`src/pool_settings.svh`:
```
// memory pool sizing
// address width, command data width and RAM depth in bytes
`ifndef POOL_SETTINGS_SVH
`define POOL_SETTINGS_SVH

// 17 address bits give a 128K byte space
`define POOL_ASZ 17

// command data bus, one 32-bit word
`define POOL_DSZ 32

// one byte per address
`define POOL_DEPTH (1 << `POOL_ASZ)

`endif

```
`src/pool_pkg.sv`:
```
// memory pool types
// opcode and FSM state encodings shared by the pool blocks
package pool_pkg;

    // bit 2 with a nonzero low part means write
    typedef enum logic [2:0] {
        NOP  = 3'd0,
        R1   = 3'd1,
        R2   = 3'd2,
        R4   = 3'd3,
        FIND = 3'd4,
        W1   = 3'd5,
        W2   = 3'd6,
        W4   = 3'd7
    } pool_op_e;

    typedef enum logic [2:0] {
        FS_IDLE, FS_LINK_HI, FS_LINK_LO, FS_KEY_RD,
        FS_NAME_RD, FS_CMP, FS_HIT, FS_MISS
    } find_st_e;

    typedef enum logic [1:0] {XS_IDLE, XS_RUN, XS_LAST} xfer_st_e;

    typedef enum logic [1:0] {CS_IDLE, CS_XFER, CS_FIND} ctrl_st_e;

endpackage

```
`src/pool_ctrl.sv`:
```
// pool command controller
// decodes opcodes, runs bsy/done and hands the RAM port to the active engine
`include "pool_settings.svh"

module pool_ctrl import pool_pkg::*; (
    input  logic                 clk,
    input  logic                 rst,
    input  logic [2:0]           op,
    input  logic [`POOL_ASZ-1:0] ai,
    input  logic [`POOL_DSZ-1:0] vi,
    output logic                 xfer_start,
    output logic [2:0]           xfer_len,
    output logic                 xfer_wr,
    output logic                 find_start,
    output logic [`POOL_ASZ-1:0] cmd_ai,
    output logic [`POOL_DSZ-1:0] cmd_vi,
    input  logic [`POOL_ASZ-1:0] xfer_req_addr,
    input  logic                 xfer_req_we,
    input  logic [7:0]           xfer_req_wdata,
    input  logic [`POOL_ASZ-1:0] find_req_addr,
    input  logic                 xfer_done,
    input  logic [`POOL_DSZ-1:0] rd_data,
    input  logic                 find_done,
    input  logic [`POOL_ASZ-1:0] find_addr,
    output logic [`POOL_ASZ-1:0] mem_addr,
    output logic                 mem_we,
    output logic [7:0]           mem_wdata,
    output logic [`POOL_DSZ-1:0] vo,
    output logic [`POOL_ASZ-1:0] ao,
    output logic                 bsy,
    output logic                 done
);

    ctrl_st_e st;
    pool_op_e op_e;
    logic     accept;

    assign op_e   = pool_op_e'(op);
    assign accept = (st == CS_IDLE) && (op_e != NOP);   // op ignored while busy

    always_ff @(posedge clk) begin
        if (rst) begin
            st         <= CS_IDLE;
            xfer_start <= 1'b0;
            xfer_len   <= 3'd0;
            xfer_wr    <= 1'b0;
            find_start <= 1'b0;
            vo         <= '0;
            ao         <= '0;
            bsy        <= 1'b0;
            done       <= 1'b0;
        end else begin
            xfer_start <= 1'b0;
            find_start <= 1'b0;
            done       <= 1'b0;
            case (st)
                CS_IDLE: begin
                    if (accept) begin
                        bsy <= 1'b1;
                        if (op_e == FIND) begin
                            find_start <= 1'b1;
                            st         <= CS_FIND;
                        end else begin
                            xfer_start <= 1'b1;
                            xfer_wr    <= op[2];
                            case (op[1:0])
                                2'b01:   xfer_len <= 3'd1;
                                2'b10:   xfer_len <= 3'd2;
                                default: xfer_len <= 3'd4;
                            endcase
                            st <= CS_XFER;
                        end
                    end
                end
                CS_XFER: begin
                    if (xfer_done) begin
                        done <= 1'b1;
                        bsy  <= 1'b0;
                        st   <= CS_IDLE;
                        if (!xfer_wr) begin
                            vo <= rd_data;
                        end
                    end
                end
                default: begin
                    if (find_done) begin
                        done <= 1'b1;
                        bsy  <= 1'b0;
                        ao   <= find_addr;
                        st   <= CS_IDLE;
                    end
                end
            endcase
        end
    end

    // command operands, held for the engines
    always_ff @(posedge clk) begin
        if (accept) begin
            cmd_ai <= ai;
            cmd_vi <= vi;
        end
    end

    assign mem_addr  = (st == CS_FIND) ? find_req_addr : xfer_req_addr;
    assign mem_we    = (st == CS_XFER) && xfer_req_we;
    assign mem_wdata = xfer_req_wdata;       // walker only reads

endmodule

```
`config.mk`:
```
export PLATFORM = sky130hd
export DESIGN_NAME = pool_ctrl
export DESIGN_NICKNAME = d
export VERILOG_FILES = /design/src/pool_pkg.sv /design/src/pool_ctrl.sv
export VERILOG_INCLUDE_DIRS = /design/src
export SDC_FILE = /design/constraint.sdc
export NUM_CORES = 1
export LEC_CHECK = 0
export BUFFER_PORTS_ARGS = -buffer_cell sky130_fd_sc_hd__buf_2
export CORE_AREA = 2 2 109 111
export CTS_CLUSTER_DIAMETER = 100
export CTS_CLUSTER_SIZE = 25
export DETAILED_ROUTE_END_ITERATION = 8
export DIE_AREA = 0 0 111 113
export PLACE_DENSITY = 0.7
export SKIP_CTS_REPAIR_TIMING = 1
export SLEW_MARGIN = 20
export SYNTH_ARGS = -nofsm -noshare
export SYNTH_HDL_FRONTEND = slang
export SYNTH_SLANG_ARGS = --single-unit
export TNS_END_PERCENT = 30
```
`constraint.sdc`:
```
create_clock -name clk -period 11.5 [get_ports clk]
set_input_delay 1.725 -clock clk [delete_from_list [all_inputs] [get_ports clk]]
set_output_delay 1.725 -clock clk [all_outputs]
set_load 0.02 [all_outputs]
```
==> impl_metrics.tcl <==
set metrics [dict create \
    final_cell_mix "buf_2 (263), nand2_1 (68), dfxtp_1 (59)" \
    wl_per_cell_um 14.7 \
    grt_max_degree 59 \
    tightest_slew_ps 1020 \
    syn_nets 493 \
    worstPathArrival_ps 2350 \
    maxCapViolations 0 \
    fin_crit_sh 0.355 \
    clockBufferDepth 2 \
    p_comb_frac 0.158 \
    setup_slack_ps 7420 \
    power.internal_uw 640 \
    ys_async_sr_fraction 0 \
    synthesis.area_um2 4200 \
    cts_tree "built" \
    final_nets 741 \
    multi_input_area_um2 1300 \
    synth_cell_types 34 \
    clock_latency_ps 340 \
    cts-root-buf "clkbuf_16" \
    dp_hpwl_um 8390 \
    path_class "reg -> out" \
    nFillCells 997 \
    max_freq_ghz 0.245 \
    fin_area_um2 5790 \
    outcome "complete, no violations" \
    startpoint_type "flip-flop" \
    hold_viol 0 \
    overflow 0 \
    drtIter0Drc 125 \
    ir_drop_uv 71.0 \
    max-slew-margin-rel 0.321 \
    track_usage 0.169 \
    seqCellArea_um2 2650 \
    finalCriticalPeriod_ps 4080 \
    p_clk_frac 0.338 \
    p_sw_uw 234 \
    slew_viol_final 0 \
    power.density_nw_per_um2 151 \
    setup_viol 0 \
    finClkSkew_ps 5.81 \
    synth_edf_count 49 \
    via_per_inst 4.50 \
    cts_buffers 9 \
    rsz0062_at_grt "no" \
    place_congestion 0.807 \
    syn_to_final_growth_pct 37.6 \
    required_ps 9780 \
    vias 3332 \
    clk_pin_slew_ps 70 \
    synth_top_flop_cell "dfxtp_1" \
    drive_above_1_share 0.608 \
    core_area_um2 11300 \
    cp_max_fo 17 \
    numPortBuffers 263 \
    htree_levels 3 \
    layout_commonest_cell "buf_2" \
    dp_slack_ps 7520 \
    drc_errors 0 \
    initial_core_util 0.373 \
    yosysWarnings 0 \
    synth.avg_cell_area_um2 12.3 \
    numClockSinks 108 \
    r2r_setup_slack_ps 9550 \
    syn_inst 342 \
    finalSetupTns_ps 0 \
    totalWireLength_um 10900 \
    drt_pass1_iterations 4 \
    critPathCaptureType "output port" \
    io_pins 280 \
    die_area_um2 12500 \
    rows 39 \
    fp.dieW_um 111 \
    grt_antenna_before_repair 2 \
    worstHoldPathType "reg -> reg" \
    ant_nets 0 \
    swShare 0.268 \
    seqPwrFrac 0.504 \
    synth_seq_area_share 0.631 \
    grt_pass1_wl_um 16700 \
    dpl_cell_area_um2 5490 \
    dieHeight_um 113 \
    synth_seq_cells 108 \
    p_leak_uw 0.00261 \
    first_global_vias 3193 \
]
-- through the flow --
step	util	cells	total power [uW]	hold slack (ps)
final	0.513	740	874	459
after global routing	0.513	739	914	472
after CTS	0.513	738	886	458
after detailed placement	0.487	722	590	448
after global placement	0.487	722	586	440
after floorplan	-	342	539	533
-- critical path, stage by stage (launching register included) --
cell and delay, ps:
dfxtp_1 670, and2b_1 780, mux2_2 410, buf_2 160
-- cell type report --
class / instances / share of cell area
inverters: 6 / 0.00389
multi-input cells: 199 / 0.224
repair buffers: 266 / 0.231
diodes: 2 / 0.000865
clock inverters: 5 / 0.00800
flip-flops and latches: 108 / 0.458
clock buffers: 11 / 0.0420
well taps: 143 / 0.0309
-- cells in the mapped netlist, types with 2 or more instances --
library cell	number	area, um2
mux2i_1	4	40.0
inv_1	6	22.5
nor2_1	7	26.3
nor2b_1	2	12.5
nand2_2	31	194
buf_1	2	7.51
mux2_4	10	150
buf_2	8	40.0
mux2_2	7	78.8
edfxtp_1	49	1470
nand2_1	68	255
buf_12	3	60.1
a21oi_1	21	105
ha_1	3	37.5
buf_6	4	45.0
buf_4	10	75.1
nand3_1	2	10.0
dfxtp_1	59	1180
clkbuf_1	2	7.51
a21oi_2	30	263
-- sequential cells by signal (all words and copies together) (netlist names), 2 cells and up --
| name | cells |
|---|---|
| st | 2 |
| vo | 32 |
| ao | 17 |
| cmd_vi | 32 |
| cmd_ai | 17 |
| xfer_len | 3 |
-- worst paths after layout --
path                from           to  depth (start not counted)
setup / recovery   st[1]  mem_addr[0]                          3
hold / removal    ao[16]       ao[16]                          2
hold reg to reg   ao[16]       ao[16]                          2
setup reg to reg   st[0]        vo[1]                          3
-- cell families (layout without fill, tap and decap cells) --
kind of cell               Yosys count  in the layout  synth area share
and+or+nand+nor                    120            120             0.140
buffers and inverters               35            288            0.0613
DFF                                108            108             0.631
other                                0              2                 0
AOI/OAI and AO/OA                   55             55            0.0952
adders and majority gates            3              3           0.00893
muxes                               21             21            0.0640
-- per-layer routing --
metal,track usage,share of wire,up-vias
met5,0,0,-
met4,0.0783,0.018,0
met3,0.0471,0.078,15
met2,0.274,0.49,148
met1,0.210,0.42,1522
li1,-,-,1647
-- power groups by stage --
stage	Combinational, uW	Clock [uW]	Sequential, uW
finish	138	295	441
global route	149	322	443
CTS	140	305	441
detailed placement	140	0	449
global placement	137	0	449
floorplan	55.6	0	483
Note: power is estimated with default switching activity, not from simulation.
