[src/pool_settings.svh]
// memory pool sizing
// address width, command data width and RAM depth in bytes
`ifndef POOL_SETTINGS_SVH
`define POOL_SETTINGS_SVH

// 17 address bits give a 128K byte space
`define POOL_ASZ 17

// command data bus, one 32-bit word
`define POOL_DSZ 32

// one byte per address
`define POOL_DEPTH (1 << `POOL_ASZ)

`endif

[src/pool_pkg.sv]
// memory pool types
// opcode and FSM state encodings shared by the pool blocks
package pool_pkg;

    // bit 2 with a nonzero low part means write
    typedef enum logic [2:0] {
        NOP  = 3'd0,
        R1   = 3'd1,
        R2   = 3'd2,
        R4   = 3'd3,
        FIND = 3'd4,
        W1   = 3'd5,
        W2   = 3'd6,
        W4   = 3'd7
    } pool_op_e;

    typedef enum logic [2:0] {
        FS_IDLE, FS_LINK_HI, FS_LINK_LO, FS_KEY_RD,
        FS_NAME_RD, FS_CMP, FS_HIT, FS_MISS
    } find_st_e;

    typedef enum logic [1:0] {XS_IDLE, XS_RUN, XS_LAST} xfer_st_e;

    typedef enum logic [1:0] {CS_IDLE, CS_XFER, CS_FIND} ctrl_st_e;

endpackage

[src/pool_find.sv]
// dictionary walker
// follows the link chain from the latest entry and compares each
// null-terminated name against the key string, byte by byte
`include "pool_settings.svh"

module pool_find import pool_pkg::*; (
    input  logic                 clk,
    input  logic                 rst,
    input  logic                 start,
    input  logic [`POOL_ASZ-1:0] key,      // key string address
    input  logic [`POOL_ASZ-1:0] latest,   // newest entry, 0 for empty
    output logic [`POOL_ASZ-1:0] req_addr,
    input  logic [7:0]           ram_rdata,
    output logic [`POOL_ASZ-1:0] found,    // 0 when not found
    output logic                 done
);

    find_st_e               st, nxt;
    logic [`POOL_ASZ-1:0]   ent;           // current entry
    logic [`POOL_ASZ-1:0]   a0;            // key pointer
    logic [`POOL_ASZ-1:0]   a1;            // name pointer
    logic [15:0]            link;
    logic                   lo_pend;       // link low byte due this cycle
    logic [7:0]             kb;            // key byte under compare
    logic                   last_link;

    assign last_link = (link == 16'h0);

    always_comb begin
        nxt = st;
        case (st)
            FS_IDLE: begin
                if (start) begin
                    nxt = (latest == '0) ? FS_MISS : FS_LINK_HI;
                end
            end
            FS_LINK_HI: nxt = FS_LINK_LO;
            FS_LINK_LO: nxt = FS_KEY_RD;
            FS_KEY_RD:  nxt = FS_NAME_RD;
            FS_NAME_RD: nxt = FS_CMP;
            FS_CMP: begin
                if (kb != ram_rdata) begin
                    nxt = last_link ? FS_MISS : FS_LINK_HI;
                end else if (kb == 8'h0) begin
                    nxt = FS_HIT;          // both terminators reached
                end else begin
                    nxt = FS_KEY_RD;
                end
            end
            default: nxt = FS_IDLE;        // HIT and MISS last one cycle
        endcase
    end

    always_ff @(posedge clk) begin
        if (rst) begin
            st      <= FS_IDLE;
            found   <= '0;
            lo_pend <= 1'b0;
        end else begin
            st      <= nxt;
            lo_pend <= (st == FS_LINK_LO);
            if (st == FS_IDLE && start) begin
                found <= '0;
            end else if (st == FS_CMP && nxt == FS_HIT) begin
                found <= ent;
            end
        end
    end

    always_ff @(posedge clk) begin
        case (st)
            FS_IDLE: begin
                ent <= latest;
            end
            FS_LINK_LO: begin
                link[15:8] <= ram_rdata;
                a0         <= key;
                a1         <= ent + `POOL_ASZ'(2);  // name follows link
            end
            FS_KEY_RD: begin
                if (lo_pend) begin
                    link[7:0] <= ram_rdata;
                end
            end
            FS_NAME_RD: begin
                kb <= ram_rdata;
            end
            FS_CMP: begin
                if (kb != ram_rdata) begin
                    ent <= `POOL_ASZ'(link);
                end else begin
                    a0 <= a0 + 1'b1;
                    a1 <= a1 + 1'b1;
                end
            end
            default: ;
        endcase
    end

    always_comb begin
        case (st)
            FS_LINK_LO: req_addr = ent + `POOL_ASZ'(1);
            FS_KEY_RD:  req_addr = a0;
            FS_NAME_RD: req_addr = a1;
            default:    req_addr = ent;    // link high byte
        endcase
    end

    assign done = (st == FS_HIT) || (st == FS_MISS);

endmodule

[config.mk]
export PLATFORM = sky130hd
export DESIGN_NAME = pool_find
export DESIGN_NICKNAME = d
export VERILOG_FILES = /design/src/pool_pkg.sv /design/src/pool_find.sv
export VERILOG_INCLUDE_DIRS = /design/src
export SDC_FILE = /design/constraint.sdc
export NUM_CORES = 1
export LEC_CHECK = 0
export BUFFER_PORTS_ARGS = -buffer_cell sky130_fd_sc_hd__clkbuf_2
export CELL_PAD_IN_SITES_DETAIL_PLACEMENT = 1
export CELL_PAD_IN_SITES_GLOBAL_PLACEMENT = 2
export CORE_UTILIZATION = 41
export CTS_BUF_LIST = sky130_fd_sc_hd__clkbuf_8
export CTS_CLUSTER_DIAMETER = 80
export CTS_CLUSTER_SIZE = 25
export DETAILED_ROUTE_END_ITERATION = 16
export PLACE_DENSITY_LB_ADDON = 0.2
export SYNTH_ARGS = -nofsm -noshare
export SYNTH_HDL_FRONTEND = slang
export SYNTH_SLANG_ARGS = --single-unit
export TNS_END_PERCENT = 30
[constraint.sdc]
create_clock -name clk -period 9.2 [get_ports clk]
set_clock_uncertainty 0.1 [all_clocks]
set_input_delay 0.46 -clock clk [delete_from_list [all_inputs] [get_ports clk]]
set_output_delay 0.46 -clock clk [all_outputs]
set_load 0.05 [all_outputs]
==> flow_summary.toml <==
[synth]
synth_seq_cells = 96
yosys_warnings = 0
synth-edff-count = 75
yosysUniqueCellTypes = 54
syn-cell-area_um2 = 5490
ys_seq_area_frac = 0.487
ys.flop_type = "edfxtp_1"
synthesis.instances = 543
syn_nets = 592
async_flop_share = 0
synth_area_per_cell_um2 = 10.1

[worst_setup_path]
critPathLaunchType = "flop"
crit_family = "simple AND/OR/NAND/NOR gates"
crit_required_ns = 8.64
cp_max_fo = 23
cp-end-kind = "output pin"
critical_path_arrival_ns = 3.36
crit_top_cell = "nor2_1"
critical_path.cell_chain = "or3b_1 -> inv_2 -> nor2_1 -> nor2_1 -> a41o_1 -> a2bb2oi_1 -> clkbuf_2"
critPathSlowestCell = "dfxtp_1"
cpPeakStageDelay_ns = 0.80
crit_buf_inv = 2
critPathKind = "flop to output pin"

[route]
first_pass_iters = 4
wl_per_cell_um = 20.7
drc = 0
initialDrtViolationCount = 298
via_per_inst = 5.72
drt-total-wl_mm = 16.1
postRouteAntennaNets = 0
dr_total_vias = 4441

[power]
power_frac_comb = 0.320
power_leakage_nw = 2.25
p_sw_frac = 0.415
p_switching_uw = 542
p_total_mw = 1.31
p_clk_frac = 0.200
powerDensity_nw_per_um2 = 213
p_int_uw = 763
pwr-share-seq = 0.480
peakVddDrop_uv = 107

[run]
maxCapViolCount = 0

[global_routing]
overflow = 0
antenna_found_initial = 0
grt_max_degree = 62
grt_usage = 0.247
grt_pass1_wl_mm = 26.0
grt_pass1_vias = 4558

[sta]
hold_violations = 0
period_share = 0.426
rsz0062_at_grt = "no"
period_needed_ns = 3.92
fin_tns_setup_ns = 0
setup_ws_ns = 5.28
worst_slew_pin_slew_ns = 1.04
slew_headroom = 0.304
drv_slew = 0
max_freq_mhz = 255
setup_violations = 0

[final_layout]
syn_to_final_growth_pct = 11.6
final_cell_mix = "79 x clkbuf_2, 75 x edfxtp_1, 51 x nand2_1"
diodes = 0
drive_gt1_frac = 0.203
fin_nets = 649
layout_commonest_cell = "clkbuf_2"
final_core_util = 0.478

[floorplanning]
io_pins = 80
design.core.area_um2 = 12800
die_w_um = 118
rows = 41
fp.dieH_um = 118
initial_core_util = 0.428
die-area_um2 = 13900

[clocking]
clk_latency_ns = 0.40
holdBufCountCts = 0
cts.sinks = 96
cts_buffer_depth = 2
clkSlewWorstSetupHoldPaths_ns = 0.10
cts_setup_buffers = 0
cts-resized-gates = 0
cts_htree_levels = 3
cts_tree = "built"
cts_buffers = 9
root_buffer = "clkbuf_8"

[worst_hold_path]
hold_path.class = "input port to flop"

[placement]
gp_congestion = 0.894
dpl_worst_slack_ns = 5.73
dp_hpwl_mm = 12.0
io_buffers = 79

[run_status]
status = "complete, no violations"
## registers in the layout, indices dropped and copies added, names as in the netlist
| register | flops |
|---|---|
| a0 | 17 |
| a1 | 17 |
| ent | 17 |
| found | 17 |
| link | 16 |
| kb | 8 |
| st | 3 |
| lo_pend | 1 |
## per-layer routing
metal | vias to the layer above | GRT usage | wire, um
met1 | 2203 | 0.352 | 7630
met4 | 0 | 0.0962 | 352
met2 | 117 | 0.378 | 7440
met3 | 23 | 0.0354 | 688
li1 | 2098 | - | -
met5 | - | 0 | 0
## kinds of logic (layout without fill, tap and decap cells)
logic type | after synthesis | in the layout | synth area share
xor+xnor | 55 | 55 | 0.0878
mux | 48 | 48 | 0.0919
compound gates | 99 | 99 | 0.110
buf+inv | 45 | 107 | 0.0376
flops | 96 | 96 | 0.487
fa+ha+maj | 4 | 4 | 0.00912
simple gates | 196 | 196 | 0.176
## cell type report
cell class,instances,area [um2]
inverter,9,33.8
multi-input combinational,402,2610
timing repair buffer,82,418
clock buffer,9,124
sequential,96,2670
clock inverter,7,48.8
fill,1490,6700
tap,172,215
## stage by stage
stage	std cells	hold slack [ns]	area (um2)
2_1_floorplan	543	0.432	5490
3_3_place_gp	761	0.371	5950
3_5_place_dp	761	0.386	5950
4_1_cts	777	0.190	6120
5_1_grt	777	0.231	6120
6_report	777	0.222	6120
## synth_stat cells, drive strengths merged (9+ instances only)
master   n  area share
nand2   51       0.035
xor2    27       0.043
nand4   15       0.017
a21oi   23       0.021
dfxtp   21       0.077
buf     16       0.018
inv      9      0.0062
o21ai   40       0.036
nor2    49       0.034
mux2    19       0.039
mux2i   29       0.053
nor4    13       0.015
xnor2   28       0.045
clkbuf  20       0.014
edfxtp  75        0.41
and3    12       0.014
nand3   22       0.020
## worst paths after layout
path | from | to | slack (ns) | cells after the start
worst max-delay path | st[0] | req_addr[3] | 5.28 | 7
worst min-delay path | rst | lo_pend | 0.22 | 2
worst max register to register | st[0] | found[1] | 6.03 | 5
worst min register to register | found[4] | found[4] | 0.41 | 2
## power by group through the flow
stage	combinational, mW	clock [mW]	sequential, mW
2_1_floorplan	0.337	0	0.574
3_3_place_gp	0.407	0	0.633
3_5_place_dp	0.415	0	0.635
4_1_cts	0.417	0.269	0.625
5_1_grt	0.452	0.282	0.636
6_report	0.418	0.262	0.626
(Power assumes the default switching activity.)
