==> src/pool_settings.svh <==
// memory pool sizing
// address width, command data width and RAM depth in bytes
`ifndef POOL_SETTINGS_SVH
`define POOL_SETTINGS_SVH

// 17 address bits give a 128K byte space
`define POOL_ASZ 17

// command data bus, one 32-bit word
`define POOL_DSZ 32

// one byte per address
`define POOL_DEPTH (1 << `POOL_ASZ)

`endif

==> src/pool_pkg.sv <==
// memory pool types
// opcode and FSM state encodings shared by the pool blocks
package pool_pkg;

    // bit 2 with a nonzero low part means write
    typedef enum logic [2:0] {
        NOP  = 3'd0,
        R1   = 3'd1,
        R2   = 3'd2,
        R4   = 3'd3,
        FIND = 3'd4,
        W1   = 3'd5,
        W2   = 3'd6,
        W4   = 3'd7
    } pool_op_e;

    typedef enum logic [2:0] {
        FS_IDLE, FS_LINK_HI, FS_LINK_LO, FS_KEY_RD,
        FS_NAME_RD, FS_CMP, FS_HIT, FS_MISS
    } find_st_e;

    typedef enum logic [1:0] {XS_IDLE, XS_RUN, XS_LAST} xfer_st_e;

    typedef enum logic [1:0] {CS_IDLE, CS_XFER, CS_FIND} ctrl_st_e;

endpackage

==> src/pool_xfer.sv <==
// byte-serial transfer engine
// issues 1, 2 or 4 consecutive byte accesses, big-endian order
`include "pool_settings.svh"

module pool_xfer import pool_pkg::*; (
    input  logic                 clk,
    input  logic                 rst,
    input  logic                 start,
    input  logic [2:0]           len,          // 1, 2 or 4 bytes
    input  logic                 wr,
    input  logic [`POOL_ASZ-1:0] base,
    input  logic [`POOL_DSZ-1:0] wdata_word,
    output logic [`POOL_ASZ-1:0] req_addr,
    output logic                 req_we,
    output logic [7:0]           req_wdata,
    input  logic [7:0]           ram_rdata,
    output logic [`POOL_DSZ-1:0] rd_data,
    output logic                 done
);

    xfer_st_e               st;
    logic [2:0]             cnt;                // bytes left after this one
    logic                   wr_r;
    logic [`POOL_DSZ-1:0]   sreg;               // write bytes, next one on top
    logic [`POOL_DSZ-9:0]   acc;                // bytes already read back
    logic                   rv;                 // ram_rdata holds one of ours
    logic                   rlast;              // ... and it is the last one

    always_ff @(posedge clk) begin
        if (rst) begin
            st    <= XS_IDLE;
            rv    <= 1'b0;
            rlast <= 1'b0;
        end else begin
            rv    <= (st != XS_IDLE) && !wr_r;
            rlast <= (st == XS_LAST) && !wr_r;
            case (st)
                XS_IDLE: begin
                    if (start) begin
                        st <= (len == 3'd1) ? XS_LAST : XS_RUN;
                    end
                end
                XS_RUN: begin
                    if (cnt == 3'd1) begin
                        st <= XS_LAST;
                    end
                end
                default: st <= XS_IDLE;         // LAST is always one cycle
            endcase
        end
    end

    always_ff @(posedge clk) begin
        if (st == XS_IDLE && start) begin
            req_addr <= base;
            cnt      <= len - 3'd1;
            wr_r     <= wr;
            acc      <= '0;                     // short reads zero-extend
            case (len)
                3'd1:    sreg <= wdata_word << (`POOL_DSZ - 8);
                3'd2:    sreg <= wdata_word << (`POOL_DSZ - 16);
                default: sreg <= wdata_word;
            endcase
        end else if (st != XS_IDLE) begin
            req_addr <= req_addr + 1'b1;
            cnt      <= cnt - 3'd1;
            sreg     <= sreg << 8;
        end
        if (rv) begin
            acc <= {acc[`POOL_DSZ-17:0], ram_rdata};
        end
    end

    assign req_we    = (st != XS_IDLE) && wr_r;
    assign req_wdata = sreg[`POOL_DSZ-1 -: 8];  // msb first

    // last byte is still on the RAM output, merge it in directly
    assign rd_data = {acc, ram_rdata};

    assign done = ((st == XS_LAST) && wr_r) || rlast;

endmodule

==> config.mk <==
export PLATFORM = sky130hd
export DESIGN_NAME = pool_xfer
export DESIGN_NICKNAME = d
export VERILOG_FILES = /design/src/pool_pkg.sv /design/src/pool_xfer.sv
export VERILOG_INCLUDE_DIRS = /design/src
export SDC_FILE = /design/constraint.sdc
export NUM_CORES = 1
export LEC_CHECK = 0
export BUFFER_PORTS_ARGS = -buffer_cell sky130_fd_sc_hd__buf_2
export CAP_MARGIN = 20
export CORE_ASPECT_RATIO = 1.75
export CORE_MARGIN = 2
export CORE_UTILIZATION = 42
export DETAILED_ROUTE_END_ITERATION = 10
export GPL_ROUTABILITY_DRIVEN = 0
export PLACE_DENSITY = 0.71
export SYNTH_ARGS = -nofsm -noshare
export SYNTH_HDL_FRONTEND = slang
export SYNTH_SLANG_ARGS = --single-unit
==> constraint.sdc <==
create_clock -name clk -period 5.53 [get_ports clk]
set_clock_uncertainty 0.1 [all_clocks]
set_input_delay 1.106 -clock clk [delete_from_list [all_inputs] [get_ports clk]]
set_output_delay 1.106 -clock clk [all_outputs]
set_load 0.01 [all_outputs]
==> impl_metrics.csv <==
group,metric,value,unit
run_status,status,"complete, no violations",
timing,tns,0,ns
synth,syn_nets,406,
synth,ys.flop_type,"edfxtp_1",
synth,synthSimpleGateAreaFrac,16.1,%
route,wl_per_cell,15.5,µm
timing,fin_crit_sh,49.8,%
layout,final_cell_mix,"122 x buf_2, 77 x edfxtp_1, 37 x nor2_1",
synth,yosys_warnings,0,
power_and_ir_drop,swShare,28.3,%
min_path,min_path_type,"register to register",
global_routing,grt.total_usage,17.2,%
critical_path,worstPathCellList,"buf_2 -> or3b_2 -> buf_4 -> nand2b_1 -> buf_8",
critical_path,cp.required,5.47,ns
synth,synth_edf_count,77,
floorplanning,die_w,77.9,µm
power_and_ir_drop,seqPwrFrac,48.7,%
critical_path,path_delay_family,"simple AND/OR/NAND/NOR gates",
timing,slew_headroom,36.3,%
floorplanning,ioPinCount,123,
power_and_ir_drop,leakage,0.00200,µW
critical_path,path_class,"input pin to register",
floorplanning,num_rows,47,
power_and_ir_drop,p_int,1320,µW
critical_path,worst_ep_arrival_time,2.69,ns
route,num_vias,2873,
synth,yosysUniqueCellTypes,36,
synth,synthMuxAreaShare,0.249,%
timing,fin_crit,2.75,ns
power_and_ir_drop,p_switching,521,µW
synth,synth_top_family_by_area,"simple AND/OR/NAND/NOR gates",
clocking,cts_max_path_buffers,2,
global_routing,grt_start_max_net_pins,40,
place,numPortBuffers,122,
power_and_ir_drop,comb_power_share,20.6,%
clocking,cts-resized-gates,0,
synth,async_reset_ff_share,0,%
layout,n_antenna_cell,0,
power_and_ir_drop,power,1840,µW
route,viasPerCell,5.09,
power_and_ir_drop,p_clk_share,30.7,%
min_path,hp-start,"wr_r",
timing,hold_viol_final,0,
power_and_ir_drop,vdd_drop_max,0.206,mV
clocking,numCtsBuffers,9,
floorplanning,die_h,133,µm
route,drc,0,
global_routing,first_global_vias,2820,
clocking,cts_tree,"done",
critical_path,crit_buf_inv,3,
synth,synth_fa_ha_area_share,1.87,%
critical_path,critPathMaxStageDelay,0.64,ns
floorplanning,die_area,10400,µm²
clocking,cts_setup_buffers,0,
clocking,hold_buffers,0,
synth,yosys_register_bits,81,
synth,syn_area,4020,µm²
clocking,cts_sinks,81,
floorplanning,initial_core_util,42.7,%
layout,area_growth,21.4,%
clocking,clock_latency,0.34,ns
place,dpl.hpwl,6390,µm
place,placed_area,4570,µm²
layout,fill_cells,858,
layout,final_area,4870,µm²
global_routing,antenna_found_initial,0,
timing,setup_viol,0,
timing,rsz0062_at_grt,"false",
route,drtAntennaViolNets,0,
job,drv_cap,0,
critical_path,crit_path_max_fanout,35,
layout,layout.nets,508,
power_and_ir_drop,power_density,378,nW/µm²
critical_path,endpoint_kind,"register",
place,dpl.cell_count,547,
route,dr.first_iter.drc_count,194,
clocking,cts.clk_slew.worst_paths,0.06,ns
synth,avgSynthCellArea,11.9,µm²
synth,seq_area_frac_synth,59.6,%
critical_path,slowest_stage,"or3b_2",
synth,synth_xor_area_share,3.71,%
critical_path,rr_startpoint,"st[0]",
timing,tightest_slew,0.954,ns
synth,synth_cells,336,
timing,slew_violations,0,
clocking,htreeDepth,3,
layout,drive_above_1_share,35.3,%
layout,finalNonFillerCells,564,
critical_path,rrSetupSlack,3.24,ns
global_routing,grt-ovfl-total,0,
synth,synth_compound_gate_area_share,11.6,%
critical_path,critPathLaunch,"start",
route,drt_wl_total,8740,µm
route,dr.pass1.iters,6,
timing,timing.fmax,363,MHz
clocking,cts.root.buffer_cell,"clkbuf_16",
floorplanning,core_area,9410,µm²
global_routing,grt_pass1_wl,13700,µm
critical_path,crit_path_start_kind,"input pin",
layout,mostFrequentLayoutCell,"buf_2",
logic make-up (layout without fill, tap and decap cells):
family                     after synthesis  after routing
AOI/OAI and AO/OA                       64             64
xor gates and xnor gates                17             17
adders and majority gates                6              6
buffers and inverters                   44            150
DFF                                     81             81
muxes                                    1              1
and+or+nand+nor                        123            123
layer usage:
metal  share of wire (%)  GRT usage, %
met5                   0             0
met4                 3.1          9.26
met3                 8.2          7.18
met2                  52          28.4
met1                  37          18.4
layout make-up:
cell class              count  area [µm²]  share of cell area (%)
flip-flops and latches     81        2390                    49.1
clock buffers               9         225                    4.62
repair buffers            126         668                    13.7
inverters                   9        38.8                   0.796
multi-input cells         211        1350                    27.6
well taps                 122         153                    3.13
clock inverters             6        50.0                    1.03
flip-flops by register name (all words and copies together), names as in the netlist:
| register | flops |
|---|---|
| wr_r | 1 |
| sreg | 32 |
| acc | 24 |
| req_addr | 17 |
| rv | 1 |
| rlast | 1 |
| st | 2 |
| cnt | 3 |
per-stage QoR:
step / hold slack, ns / utilization [%] / setup WS (ns)
floorplan: 0.353 / - / 2.76
global route: 0.452 / 51.8 / 2.69
finish: 0.400 / 51.8 / 2.78
global placement: 0.386 / 48.4 / 2.06
detailed placement: 0.395 / 48.6 / 1.99
CTS: 0.404 / 51.5 / 2.36
Yosys cell counts (all sizes together) (8+ instances only):
| master | number | share of area [%] |
|---|---|---|
| and2 | 25 | 3.9 |
| xnor2 | 14 | 3.1 |
| a22o | 8 | 1.7 |
| nor2 | 37 | 3.5 |
| a21oi | 17 | 2.1 |
| and3 | 8 | 1.2 |
| a221oi | 8 | 3.0 |
| a22oi | 8 | 1.5 |
| nand2 | 26 | 2.4 |
| o21ai | 19 | 2.5 |
| inv | 8 | 0.75 |
| buf | 30 | 5.5 |
| edfxtp | 77 | 58 |
worst paths after layout:
check        endpoint  depth (start not counted)
min reg2reg     rlast                          1
min             rlast                          1
max           acc[16]                          5
max reg2reg   acc[16]                          4
power by group through the flow:
stage | logic [µW] | registers (µW) | clock network [µW]
floorplan | 241 | 922 | 0
global placement | 363 | 907 | 0
detailed placement | 379 | 910 | 0
CTS | 380 | 898 | 574
global route | 421 | 913 | 597
finish | 380 | 897 | 565
worst register-to-register path: cells and delay by family, from the launching register on:
kind	cells	cell delay [ns]
and+or+nand+nor	2	0.96
buffers and inverters	2	0.57
DFF	1	0.36
No activity file was read; power rests on OpenSTA's default activity.
